`config.mk`:
```
export PLATFORM = sky130hd
export DESIGN_NAME = uart_echo_top
export DESIGN_NICKNAME = d
export VERILOG_FILES = /design/src/rtl/uart_cfg_pkg.sv /design/src/rtl/uart_types_pkg.sv /design/src/rtl/uart_rx.sv /design/src/rtl/uart_tx.sv /design/src/rtl/byte_fifo.sv /design/src/rtl/uart_echo_top.sv
export SDC_FILE = /design/constraint.sdc
export NUM_CORES = 1
export LEC_CHECK = 0
export ABC_CLOCK_PERIOD_IN_PS = 5200
export BUFFER_PORTS_ARGS = -buffer_cell sky130_fd_sc_hd__buf_2
export CORE_ASPECT_RATIO = 1.1
export CORE_MARGIN = 2
export CORE_UTILIZATION = 65
export DETAILED_ROUTE_END_ITERATION = 8
export PLACE_DENSITY = 0.86
export SLEW_MARGIN = 10
export SYNTH_ARGS = -nofsm -noshare
export SYNTH_HDL_FRONTEND = slang
export SYNTH_SLANG_ARGS = --single-unit
```
`constraint.sdc`:
```
create_clock -name sys_clk -period 5.2 [get_ports sys_clk]
set_clock_uncertainty 0.1 [all_clocks]
set_input_delay 1.3 -clock sys_clk [delete_from_list [all_inputs] [get_ports sys_clk]]
set_output_delay 1.3 -clock sys_clk [all_outputs]
set_load 0.02 [all_outputs]
```
`src/rtl/uart_cfg_pkg.sv`:
```
/*
 * Clock, baud, framing and FIFO constants of the UART echo unit.
 * Imported by the RTL and by the testbench serial driver.
 */
package uart_cfg_pkg;

	// system clock and line rate
	localparam int CLK_FREQ_HZ  = 10_000_000;  // 100 ns period
	localparam int BAUD_RATE    = 625_000;

	// oversampling, one bit is this many clocks
	localparam int CLKS_PER_BIT = CLK_FREQ_HZ / BAUD_RATE;  // 16
	localparam int CNT_W        = $clog2(CLKS_PER_BIT);     // clock counter width

	// framing
	localparam int DATA_BITS    = 8;
	localparam int BIT_W        = $clog2(DATA_BITS);  // bit counter width
	localparam int TX_STOP_BITS = 2;  // receiver checks only the first stop bit

	/*
	 * echo queue between receiver and transmitter,
	 * depth must stay a power of two for pointer wrap
	 */
	localparam int FIFO_DEPTH   = 4;
	localparam int FIFO_AW      = $clog2(FIFO_DEPTH);

endpackage

```
`src/rtl/uart_types_pkg.sv`:
```
/*
 * Packed words shared by the echo RTL and its testbench:
 * the received byte with its framing flag, and the error status.
 */
package uart_types_pkg;

	// one received frame as reported by the receiver
	typedef struct packed {
		logic [7:0] data;       // payload, bit 0 arrived first
		logic       frame_err;  // first stop bit was sampled low
	} uart_byte_t;

	// top-level status, both counters saturate at 255
	typedef struct packed {
		logic [7:0] frame_err_cnt;
		logic [7:0] overrun_cnt;
	} err_stat_t;

endpackage

```
`src/rtl/uart_rx.sv`:
```
/*
 * UART receiver, 8N1 with CLKS_PER_BIT oversampling.
 * Rejects start glitches at mid-bit and flags a low stop bit.
 * rx_valid pulses for one cycle with rx_byte, there is no back-pressure.
 */
`timescale 1ns/1ps

module uart_rx
	import uart_cfg_pkg::*;
	import uart_types_pkg::*;
(
	input  logic       sys_clk,
	input  logic       sys_rst_n,
	input  logic       rx,
	output uart_byte_t rx_byte,
	output logic       rx_valid
);

	enum logic [2:0] {
		RX_IDLE,
		RX_START,
		RX_DATA,
		RX_STOP,
		RX_DONE
	} state;

	logic                 rx_meta;   // first sync stage
	logic                 rx_sync;   // second sync stage
	logic                 rx_prev;   // for edge detect
	logic                 start_edge;
	logic [CNT_W-1:0]     clk_cnt;
	logic [BIT_W-1:0]     bit_cnt;
	logic [DATA_BITS-1:0] shift_reg;
	logic                 mid_bit;
	logic                 bit_end;

	assign start_edge = rx_prev & ~rx_sync;
	assign mid_bit    = (clk_cnt == CNT_W'(CLKS_PER_BIT / 2));
	assign bit_end    = (clk_cnt == CNT_W'(CLKS_PER_BIT - 1));
	assign rx_valid   = (state == RX_DONE);

	// line is idle high, so sync flops come out of reset at 1
	always_ff @(posedge sys_clk or negedge sys_rst_n) begin
		if (!sys_rst_n) begin
			rx_meta <= 1'b1;
			rx_sync <= 1'b1;
			rx_prev <= 1'b1;
		end else begin
			rx_meta <= rx;
			rx_sync <= rx_meta;
			rx_prev <= rx_sync;
		end
	end

	always_ff @(posedge sys_clk or negedge sys_rst_n) begin
		if (!sys_rst_n) begin
			state <= RX_IDLE;
		end else begin
			case (state)
				RX_IDLE:
					if (start_edge)
						state <= RX_START;
				RX_START:
					if (mid_bit && rx_sync)
						state <= RX_IDLE;  // glitch, line back high
					else if (bit_end)
						state <= RX_DATA;
				RX_DATA:
					if (bit_end && bit_cnt == BIT_W'(DATA_BITS - 1))
						state <= RX_STOP;
				RX_STOP:
					if (mid_bit)
						state <= RX_DONE;
				RX_DONE:
					state <= RX_IDLE;
				default:
					state <= RX_IDLE;
			endcase
		end
	end

	// clocks within the current bit
	always_ff @(posedge sys_clk or negedge sys_rst_n) begin
		if (!sys_rst_n)
			clk_cnt <= '0;
		else if (state == RX_IDLE || state == RX_DONE)
			clk_cnt <= '0;
		else if (bit_end)
			clk_cnt <= '0;
		else
			clk_cnt <= clk_cnt + 1'b1;
	end

	// data bit index
	always_ff @(posedge sys_clk or negedge sys_rst_n) begin
		if (!sys_rst_n)
			bit_cnt <= '0;
		else if (state != RX_DATA)
			bit_cnt <= '0;
		else if (bit_end)
			bit_cnt <= bit_cnt + 1'b1;  // wraps to 0 after the last bit
	end

	// lsb arrives first, shift in from the top
	always_ff @(posedge sys_clk) begin
		if (state == RX_DATA && mid_bit)
			shift_reg <= {rx_sync, shift_reg[DATA_BITS-1:1]};
	end

	always_ff @(posedge sys_clk) begin
		if (state == RX_STOP && mid_bit) begin
			rx_byte.data      <= shift_reg;
			rx_byte.frame_err <= ~rx_sync;  // stop bit must be high
		end
	end

	// a frame takes many bit times, so two reports can never be adjacent
	a_valid_single : assert property (
		@(posedge sys_clk) disable iff (!sys_rst_n)
		rx_valid |=> !rx_valid
	) else $error("uart_rx: rx_valid high on two consecutive cycles");

endmodule

```
`src/rtl/uart_tx.sv`:
```
/*
 * UART transmitter with a valid/ready byte input.
 * Sends start bit, DATA_BITS data bits lsb first, then TX_STOP_BITS stop bits.
 * A byte is taken only in idle, the start bit goes out on the next cycle.
 */
`timescale 1ns/1ps

module uart_tx
	import uart_cfg_pkg::*;
(
	input  logic       sys_clk,
	input  logic       sys_rst_n,
	input  logic [7:0] in_data,
	input  logic       in_valid,
	output logic       in_ready,
	output logic       tx
);

	enum logic [1:0] {
		TX_IDLE,
		TX_START,
		TX_DATA,
		TX_STOP
	} state;

	logic [CNT_W-1:0]     clk_cnt;
	logic [BIT_W-1:0]     bit_cnt;   // data index, then stop index
	logic [DATA_BITS-1:0] shift_reg;
	logic                 bit_end;
	logic                 accept;

	assign in_ready = (state == TX_IDLE);
	assign accept   = in_valid & in_ready;
	assign bit_end  = (clk_cnt == CNT_W'(CLKS_PER_BIT - 1));

	// tx is registered and changes together with the state
	always_ff @(posedge sys_clk or negedge sys_rst_n) begin
		if (!sys_rst_n) begin
			state   <= TX_IDLE;
			bit_cnt <= '0;
			tx      <= 1'b1;
		end else begin
			case (state)
				TX_IDLE: begin
					bit_cnt <= '0;
					if (accept) begin
						state <= TX_START;
						tx    <= 1'b0;
					end
				end
				TX_START:
					if (bit_end) begin
						state <= TX_DATA;
						tx    <= shift_reg[0];
					end
				TX_DATA:
					if (bit_end) begin
						if (bit_cnt == BIT_W'(DATA_BITS - 1)) begin
							state   <= TX_STOP;
							bit_cnt <= '0;
							tx      <= 1'b1;
						end else begin
							bit_cnt <= bit_cnt + 1'b1;
							tx      <= shift_reg[1];  // next bit, before this shift
						end
					end
				TX_STOP:
					if (bit_end) begin
						if (bit_cnt == BIT_W'(TX_STOP_BITS - 1))
							state <= TX_IDLE;
						else
							bit_cnt <= bit_cnt + 1'b1;
					end
				default:
					state <= TX_IDLE;
			endcase
		end
	end

	always_ff @(posedge sys_clk or negedge sys_rst_n) begin
		if (!sys_rst_n)
			clk_cnt <= '0;
		else if (state == TX_IDLE || bit_end)
			clk_cnt <= '0;
		else
			clk_cnt <= clk_cnt + 1'b1;
	end

	always_ff @(posedge sys_clk) begin
		if (accept)
			shift_reg <= in_data;
		else if (state == TX_DATA && bit_end)
			shift_reg <= shift_reg >> 1;
	end

	// line must rest high whenever a new byte may be taken
	a_idle_high : assert property (
		@(posedge sys_clk) disable iff (!sys_rst_n)
		in_ready |-> tx
	) else $error("uart_tx: tx low while in_ready is high");

endmodule

```
`src/rtl/byte_fifo.sv`:
```
/*
 * Byte FIFO of FIFO_DEPTH entries between receiver and transmitter.
 * Write side has no ready: a write into a full FIFO is dropped and counted.
 * Read side is a valid/ready stream, rd_data is the head entry.
 */
`timescale 1ns/1ps

module byte_fifo
	import uart_cfg_pkg::*;
(
	input  logic       sys_clk,
	input  logic       sys_rst_n,
	input  logic [7:0] wr_data,
	input  logic       wr_en,
	output logic [7:0] rd_data,
	output logic       rd_valid,
	input  logic       rd_ready,
	output logic [7:0] overrun_cnt
);

	logic [7:0]         mem [FIFO_DEPTH];
	logic [FIFO_AW-1:0] wr_ptr;
	logic [FIFO_AW-1:0] rd_ptr;
	logic [FIFO_AW:0]   count;  // occupancy, needs one extra bit for full
	logic               full;
	logic               do_wr;
	logic               do_rd;

	assign full     = (count == FIFO_DEPTH[FIFO_AW:0]);
	assign do_wr    = wr_en & ~full;  // full drops even with a read pending
	assign do_rd    = rd_valid & rd_ready;
	assign rd_valid = (count != '0);
	assign rd_data  = mem[rd_ptr];

	always_ff @(posedge sys_clk) begin
		if (do_wr)
			mem[wr_ptr] <= wr_data;
	end

	// pointers wrap naturally, depth is a power of two
	always_ff @(posedge sys_clk or negedge sys_rst_n) begin
		if (!sys_rst_n) begin
			wr_ptr <= '0;
			rd_ptr <= '0;
			count  <= '0;
		end else begin
			if (do_wr)
				wr_ptr <= wr_ptr + 1'b1;
			if (do_rd)
				rd_ptr <= rd_ptr + 1'b1;
			if (do_wr && !do_rd)
				count <= count + 1'b1;
			else if (do_rd && !do_wr)
				count <= count - 1'b1;
		end
	end

	// dropped writes, sticks at 255
	always_ff @(posedge sys_clk or negedge sys_rst_n) begin
		if (!sys_rst_n)
			overrun_cnt <= '0;
		else if (wr_en && full && overrun_cnt != 8'hff)
			overrun_cnt <= overrun_cnt + 1'b1;
	end

	a_no_overfill : assert property (
		@(posedge sys_clk) disable iff (!sys_rst_n)
		count <= FIFO_DEPTH[FIFO_AW:0]
	) else $error("byte_fifo: occupancy above depth");

	// head entry held until the transmitter takes it
	a_head_stable : assert property (
		@(posedge sys_clk) disable iff (!sys_rst_n)
		rd_valid && !rd_ready |=> rd_valid && $stable(rd_data)
	) else $error("byte_fifo: rd_data changed while stalled");

endmodule

```
`src/rtl/uart_echo_top.sv`:
```
/*
 * UART echo unit: receiver, byte FIFO and transmitter in a chain.
 * Good frames are queued and sent back on tx, bad frames are counted.
 */
`timescale 1ns/1ps

module uart_echo_top
	import uart_types_pkg::*;
(
	input  logic      sys_clk,
	input  logic      sys_rst_n,
	input  logic      rx,
	output logic      tx,
	output err_stat_t err_stat
);

	uart_byte_t rx_byte;
	logic       rx_valid;
	logic       fifo_wr;
	logic [7:0] fifo_data;
	logic       fifo_valid;
	logic       tx_ready;
	logic [7:0] frame_err_cnt;
	logic [7:0] overrun_cnt;

	uart_rx u_rx (
		.sys_clk   (sys_clk),
		.sys_rst_n (sys_rst_n),
		.rx        (rx),
		.rx_byte   (rx_byte),
		.rx_valid  (rx_valid)
	);

	assign fifo_wr = rx_valid & ~rx_byte.frame_err;  // bad frames never queued

	byte_fifo u_fifo (
		.sys_clk     (sys_clk),
		.sys_rst_n   (sys_rst_n),
		.wr_data     (rx_byte.data),
		.wr_en       (fifo_wr),
		.rd_data     (fifo_data),
		.rd_valid    (fifo_valid),
		.rd_ready    (tx_ready),
		.overrun_cnt (overrun_cnt)
	);

	uart_tx u_tx (
		.sys_clk   (sys_clk),
		.sys_rst_n (sys_rst_n),
		.in_data   (fifo_data),
		.in_valid  (fifo_valid),
		.in_ready  (tx_ready),
		.tx        (tx)
	);

	always_ff @(posedge sys_clk or negedge sys_rst_n) begin
		if (!sys_rst_n)
			frame_err_cnt <= '0;
		else if (rx_valid && rx_byte.frame_err && frame_err_cnt != 8'hff)
			frame_err_cnt <= frame_err_cnt + 1'b1;  // saturates
	end

	assign err_stat.frame_err_cnt = frame_err_cnt;
	assign err_stat.overrun_cnt   = overrun_cnt;

endmodule

```
[Word-level counts from Yosys, hierarchy flattened]
Memory sizes are Yosys's and may differ from the RTL's.
Cells that the tools add are included.
Storage, ports and cells
  output and inout bits: 17
  memories kept: 1
  logic and storage cells: 126
  register bits after elaboration: 71
  memory bits (writable): 32
Operators by class
  equality and inequality tests: 28
  mux-type cells: 34
  reduce and logical (&&, ||, !) cells: 27
  bitwise operators: 7
  $add $sub $neg: 10
Memory list
  u_fifo.mem: words 4, width 8, read ports 1, clocked after memory_dff 0, write ports 1, RTL line byte_fifo.sv:21  | logic [7:0] mem [FIFO_DEPTH];
Operator list (number)
  3-bit 2-to-1 mux: 13
  8-bit by 1-bit adder with 8-bit output, second input constant: 2
  8-bit 2-to-1 mux: 2
  2-bit by 1-bit != test with 1-bit output, second input constant: 8
  8-bit != test, second input constant: 2
  3-bit equality test, second input constant: 4
  4-bit equality test, second input constant: 3
  2-bit 2-to-1 mux: 6
  4-bit 2-to-1 mux: 3
  3-bit one-hot mux with 4 select lines: 1
  4-bit AND reduction: 3
  1-bit logical AND: 11
  3-bit by 1-bit adder with 3-bit output, second input constant: 3
  3-bit one-hot mux with 3 select lines: 1
  3-bit nonzero test: 3
  4-bit by 1-bit adder with 4-bit output, second input constant: 2
  2-bit one-hot mux with 4 select lines: 1
  3-bit by 1-bit equality test with 1-bit output, second input constant: 2
  3-bit by 2-bit equality test with 1-bit output, second input constant: 2
  1-bit 2-to-1 mux: 6
  6-bit AND reduction: 1
  2-bit nonzero test: 3
  2-bit by 1-bit adder with 2-bit output, second input constant: 2
  1-bit bitwise AND: 4
  other kinds (12): 18

[Longest topological paths before layout]
  word-level depth: 7
  gate-level depth with buffers: 10

[Cells and area by module]
A second synthesis with hierarchy kept.
Second synthesis, totals
  cells, all modules: 312
  area total of the unflattened synthesis: 4583.1 um^2
By module, submodules not included
  byte_fifo: instances 1, area an instance 1981.9 um^2, cells an instance 112, seq. area each 1336.3 um^2
  uart_rx: instances 1, area an instance 1138.6 um^2, cells an instance 73, seq. area each 839.6 um^2
  uart_tx: instances 1, area an instance 1061.0 um^2, cells an instance 89, seq. area each 491.7 um^2
  uart_echo_top: instances 1, area an instance 401.6 um^2, cells an instance 38, seq. area each 200.2 um^2

[Worst setup path after synthesis]
Ideal clock, no wire load.
  kind: flip-flop to flip-flop
  from: register u_rx.state[1] (netlist name)
  to: register u_fifo.count[2]
  setup time: 79 ps
  path slack: 2587 ps
  cell stages (with the launch flop): 11
  required time: 5021 ps
  period minus slack after synthesis: 2613 ps
  data arrival time: 2433 ps
  cell sequence: dfrtp_1 > buf_6 > or4b_4 > and2b_2 > buf_2 > ha_1 > inv_1 > fa_1 > xor2_1 > nor2_1 > xor2_1
Between the ends
  cells in the longest elaborated chain, start to end: 6
  elaborated cells between the ends (all ways): 8
  those cells by class: eq/ne: 1; mux: 1; bitwise: 2; reduce/logical: 4
Ends and longest elaborated chain
  start, declared: RTL line uart_rx.sv:25  | } state;
  start signal, assigned: RTL line uart_rx.sv:57  | state <= RX_IDLE;
  start signal, assigned: RTL line uart_rx.sv:62  | state <= RX_START;
  start signal, assigned: RTL line uart_rx.sv:65  | state <= RX_IDLE;
  3-bit equality test (*): RTL line uart_rx.sv:40  | assign rx_valid = (state == RX_DONE);
  1-bit bitwise AND (*): RTL line uart_echo_top.sv:34  | assign fifo_wr = rx_valid & ~rx_byte.frame_err;
  1-bit bitwise AND (*): RTL line byte_fifo.sv:30  | assign do_wr = wr_en & ~full;
  via u_fifo.do_wr: RTL line byte_fifo.sv:26  | logic do_wr;
  1-bit logical NOT: RTL line byte_fifo.sv:53  | else if (do_rd && !do_wr)
  1-bit logical AND: RTL line byte_fifo.sv:53
  2-bit nonzero test (no line)
  end signal, assigned: RTL line byte_fifo.sv:52  | count <= count + 1'b1;
  end signal, assigned: RTL line byte_fifo.sv:54  | count <= count - 1'b1;
  end, declared: RTL line byte_fifo.sv:24  | logic [FIFO_AW:0] count;
Mark *: on every way through the listed nets, which the timed path passes. The rest lies on a longest branch.
A chain may end at the register's enable or synchronous reset.

[Worst setup path after layout]
  from: register u_rx.state[1] (netlist name)
  to: register u_fifo.count[2]
Between the ends
  cells in the longest elaborated chain, start to end: 6
  elaborated cells between the ends (all ways): 8
  those cells by class: eq/ne: 1; mux: 1; bitwise: 2; reduce/logical: 4
Ends and longest elaborated chain (RTL line)
  3-bit equality test (*): uart_rx.sv:40
  1-bit bitwise AND (*): uart_echo_top.sv:34
  1-bit bitwise AND (*): byte_fifo.sv:30
  1-bit logical NOT: byte_fifo.sv:53
  1-bit logical AND: byte_fifo.sv:53
  2-bit nonzero test (no line)
Every way passes the cells marked *; elsewhere a longest branch is shown, timed or not.

==> flow_summary.toml <==
[floorplanning]
start_util_pct = 66.6
die-width_um = 82.2
core_area_um2 = 6560
rows = 31
ioPinCount = 20
die_y_um = 90.0
dieArea_um2 = 7390

[placed_design]
place_congestion = 0.726
portBuffers = 19
hpwl_mm = 4.44
pre_cts_ws_ns = 2.53
placed_cells = 385

[synthesis]
synthArstFlopShare_pct = 44.7
synth.cells.most_frequent = "57 x edfxtp_1, 42 x dfrtp_1, 21 x ha_1"
syn_nets = 315
synth_edf_count = 57
ys.flop_type = "edfxtp_1"
synth_cells = 290
synth_top_area_cell = "edfxtp_1"
yosysWarningCount = 0
syn_area_per_cell_um2 = 15.1
synth_area_leaders = "edfxtp_1 39%, dfrtp_1 24%, ha_1 6.0%"
synthMostInstantiatedCell = "edfxtp_1"
synth_seq_area_share_pct = 65.7
yosysUniqueCellTypes = 43
synth_top_area_share_pct = 39.2
synth_area_um2 = 4370
ys_ff_latch = 103

[critical_path]
worst_ep_required_time_ns = 5.39
critPathKind = "reg2reg"
end_kind = "flip-flop"
cp_max_fo = 9
slowest_stage = "or4b_4"
path_cells = "or4b_4 > and2b_2 > ha_1 > inv_1 > fa_1 > xor2_1 > nor2_1 > xor2_1"
crit_arrival_ns = 2.88
cp-start-kind = "flip-flop"
crit_top_cell = "xor2_1"
critical-path-max-stage-delay_ns = 0.59
r2r_setup_slack_ns = 2.52

[power_and_ir_drop]
power_uw = 2090
power_leakage_uw = 0.00192
power_density_nw_per_um2 = 443
switching_power_uw = 639
combPwrFrac_pct = 24.8
p_seq_share_pct = 53.5
swShare_pct = 30.6
max-vdd-ir-drop_mv = 0.244
power_frac_clock_pct = 21.7
internal-power_uw = 1450

[timing]
period_share_pct = 51.6
drv_slew = 0
tightest_slew_ns = 1.01
fmax_mhz = 373
period_minus_slack_ns = 2.68
finalHoldViolCount = 0
max_slew_margin_pct = 32.6
holdWs_ns = 0.263
fin_ws_ns = 2.52
setup_violations = 0
tns_ns = 0
rsz0062_at_grt = "no"

[route]
wl_met2_mm = 3.31
drt_first_pass_iters = 4
met1Wirelength_mm = 2.80
drc_errors = 0
wl_met3_um = 201
routedWlPerCell_um = 16.1
wl_mm = 6.44
antenna_left = 0
drtIter0Drc = 111
routed-via-count = 2294
vias_per_cell = 5.72
routed.top_layer = "met4"

[clock_network]
cts_tree = "built"
clk-insertion-delay-late_ns = 0.36
ctsResizeCount = 0
clock_sinks = 103
cts_setup_buffers = 0
cts.clk_slew.worst_paths_ns = 0.09
cts_hold_buffers = 0
clockRootBuffer = "clkbuf_8"
clk_path_buf_depth = 2
htreeDepth = 3
cts_buffers = 9

[finish]
final_cells = 401
nets = 339
area_growth_pct = 7.88
top_register = "u_fifo.mem"
largest_reg_flops = 32
drive_gt1_share_pct = 20.4
top_regs = "u_fifo.mem: 32 flops, u_rx.rx_byte: 9 flops"
antenna_cells = 0

[global_route]
antenna_found_initial = 0
first_global_vias = 2337
grt.total_usage_pct = 20.1
grt_start_max_net_pins = 47
grt_overflow_total = 0
grt_pass1_wl_mm = 11.0

[worst_hold_path]
hp-class = "reg2reg"

[run]
drv_cap = 0

[run_status]
status = "finished, final reports clean"
==> per-layer routing <==
metal | vias up | GRT usage, %
li1 | 1092 | -
met4 | 0 | 7.92
met5 | - | 0
met2 | 36 | 32.7
met3 | 12 | 5.72
met1 | 1154 | 25.5
==> through the flow <==
step                      utilization (%)  instance area (µm²)
after floorplan                         -                 4370
after global placement               69.1                 4530
after detailed placement             69.1                 4530
after CTS                            71.9                 4710
after global routing                 71.9                 4710
final                                71.9                 4710
==> cell type report <==
class | instances | area, µm²
flip-flops and latches | 103 | 2870
fillers | 408 | 1840
multi-input cells | 165 | 1410
clock buffers | 9 | 124
well taps | 82 | 103
repair buffers | 19 | 95.1
inverters | 16 | 60.1
clock inverters | 7 | 56.3
==> worst paths after layout <==
check | depth (start not counted) | endpoint | from
min in group asynchronous | 1 | u_fifo.rd_ptr[1] | sys_rst_n
worst min register to register | 0 | u_rx.rx_sync | u_rx.rx_meta
worst max register to register | 8 | u_fifo.count[2] | u_rx.state[1]
max in group asynchronous | 1 | u_rx.bit_cnt[2] | sys_rst_n
worst max-delay path | 8 | u_fifo.count[2] | u_rx.state[1]
worst min-delay path | 0 | u_rx.rx_sync | u_rx.rx_meta
==> worst max-delay path: cells and delay by family, from the launching register on <==
kind                       cells  cell delay, ns
DFF                            1            0.49
adders and majority gates      2            0.63
and+or+nand+nor                3            1.01
buffers and inverters          1            0.07
xor gates and xnor gates       2            0.32
==> power groups by stage <==
| stage | Combinational [µW] | Clock (µW) | Sequential [µW] |
|---|---|---|---|
| global route | 581 | 499 | 1140 |
| global placement | 493 | 0 | 1130 |
| finish | 518 | 453 | 1120 |
| detailed placement | 523 | 0 | 1130 |
| CTS | 526 | 462 | 1120 |
| floorplan | 466 | 0 | 1070 |
==> cells by family after synthesis <==
logic type,Yosys count,synth area share [%]
AO/OA/AOI/OAI,22,3.52
XOR/XNOR,24,4.81
flip-flops,103,65.7
multiplexers,26,8.62
buffers and inverters,22,2.15
AND/OR/NAND/NOR,71,8.74
adder cells (fa/ha/maj),22,6.48
==> cell usage in the layout (no fill, tap or decap), drive strengths merged, types with 6 or more instances in the layout <==
cell and count:
xor2 10, xnor2 14, clkbuf 9, inv 19, dfrtp 42, mux2 13
nor2 19, mux4 8, nor3 7, edfxtp 57, ha 21, a21oi 6
nand3 8, o21ai 7, nand2 8, buf 19
No activity file was read; power rests on OpenSTA's default activity.
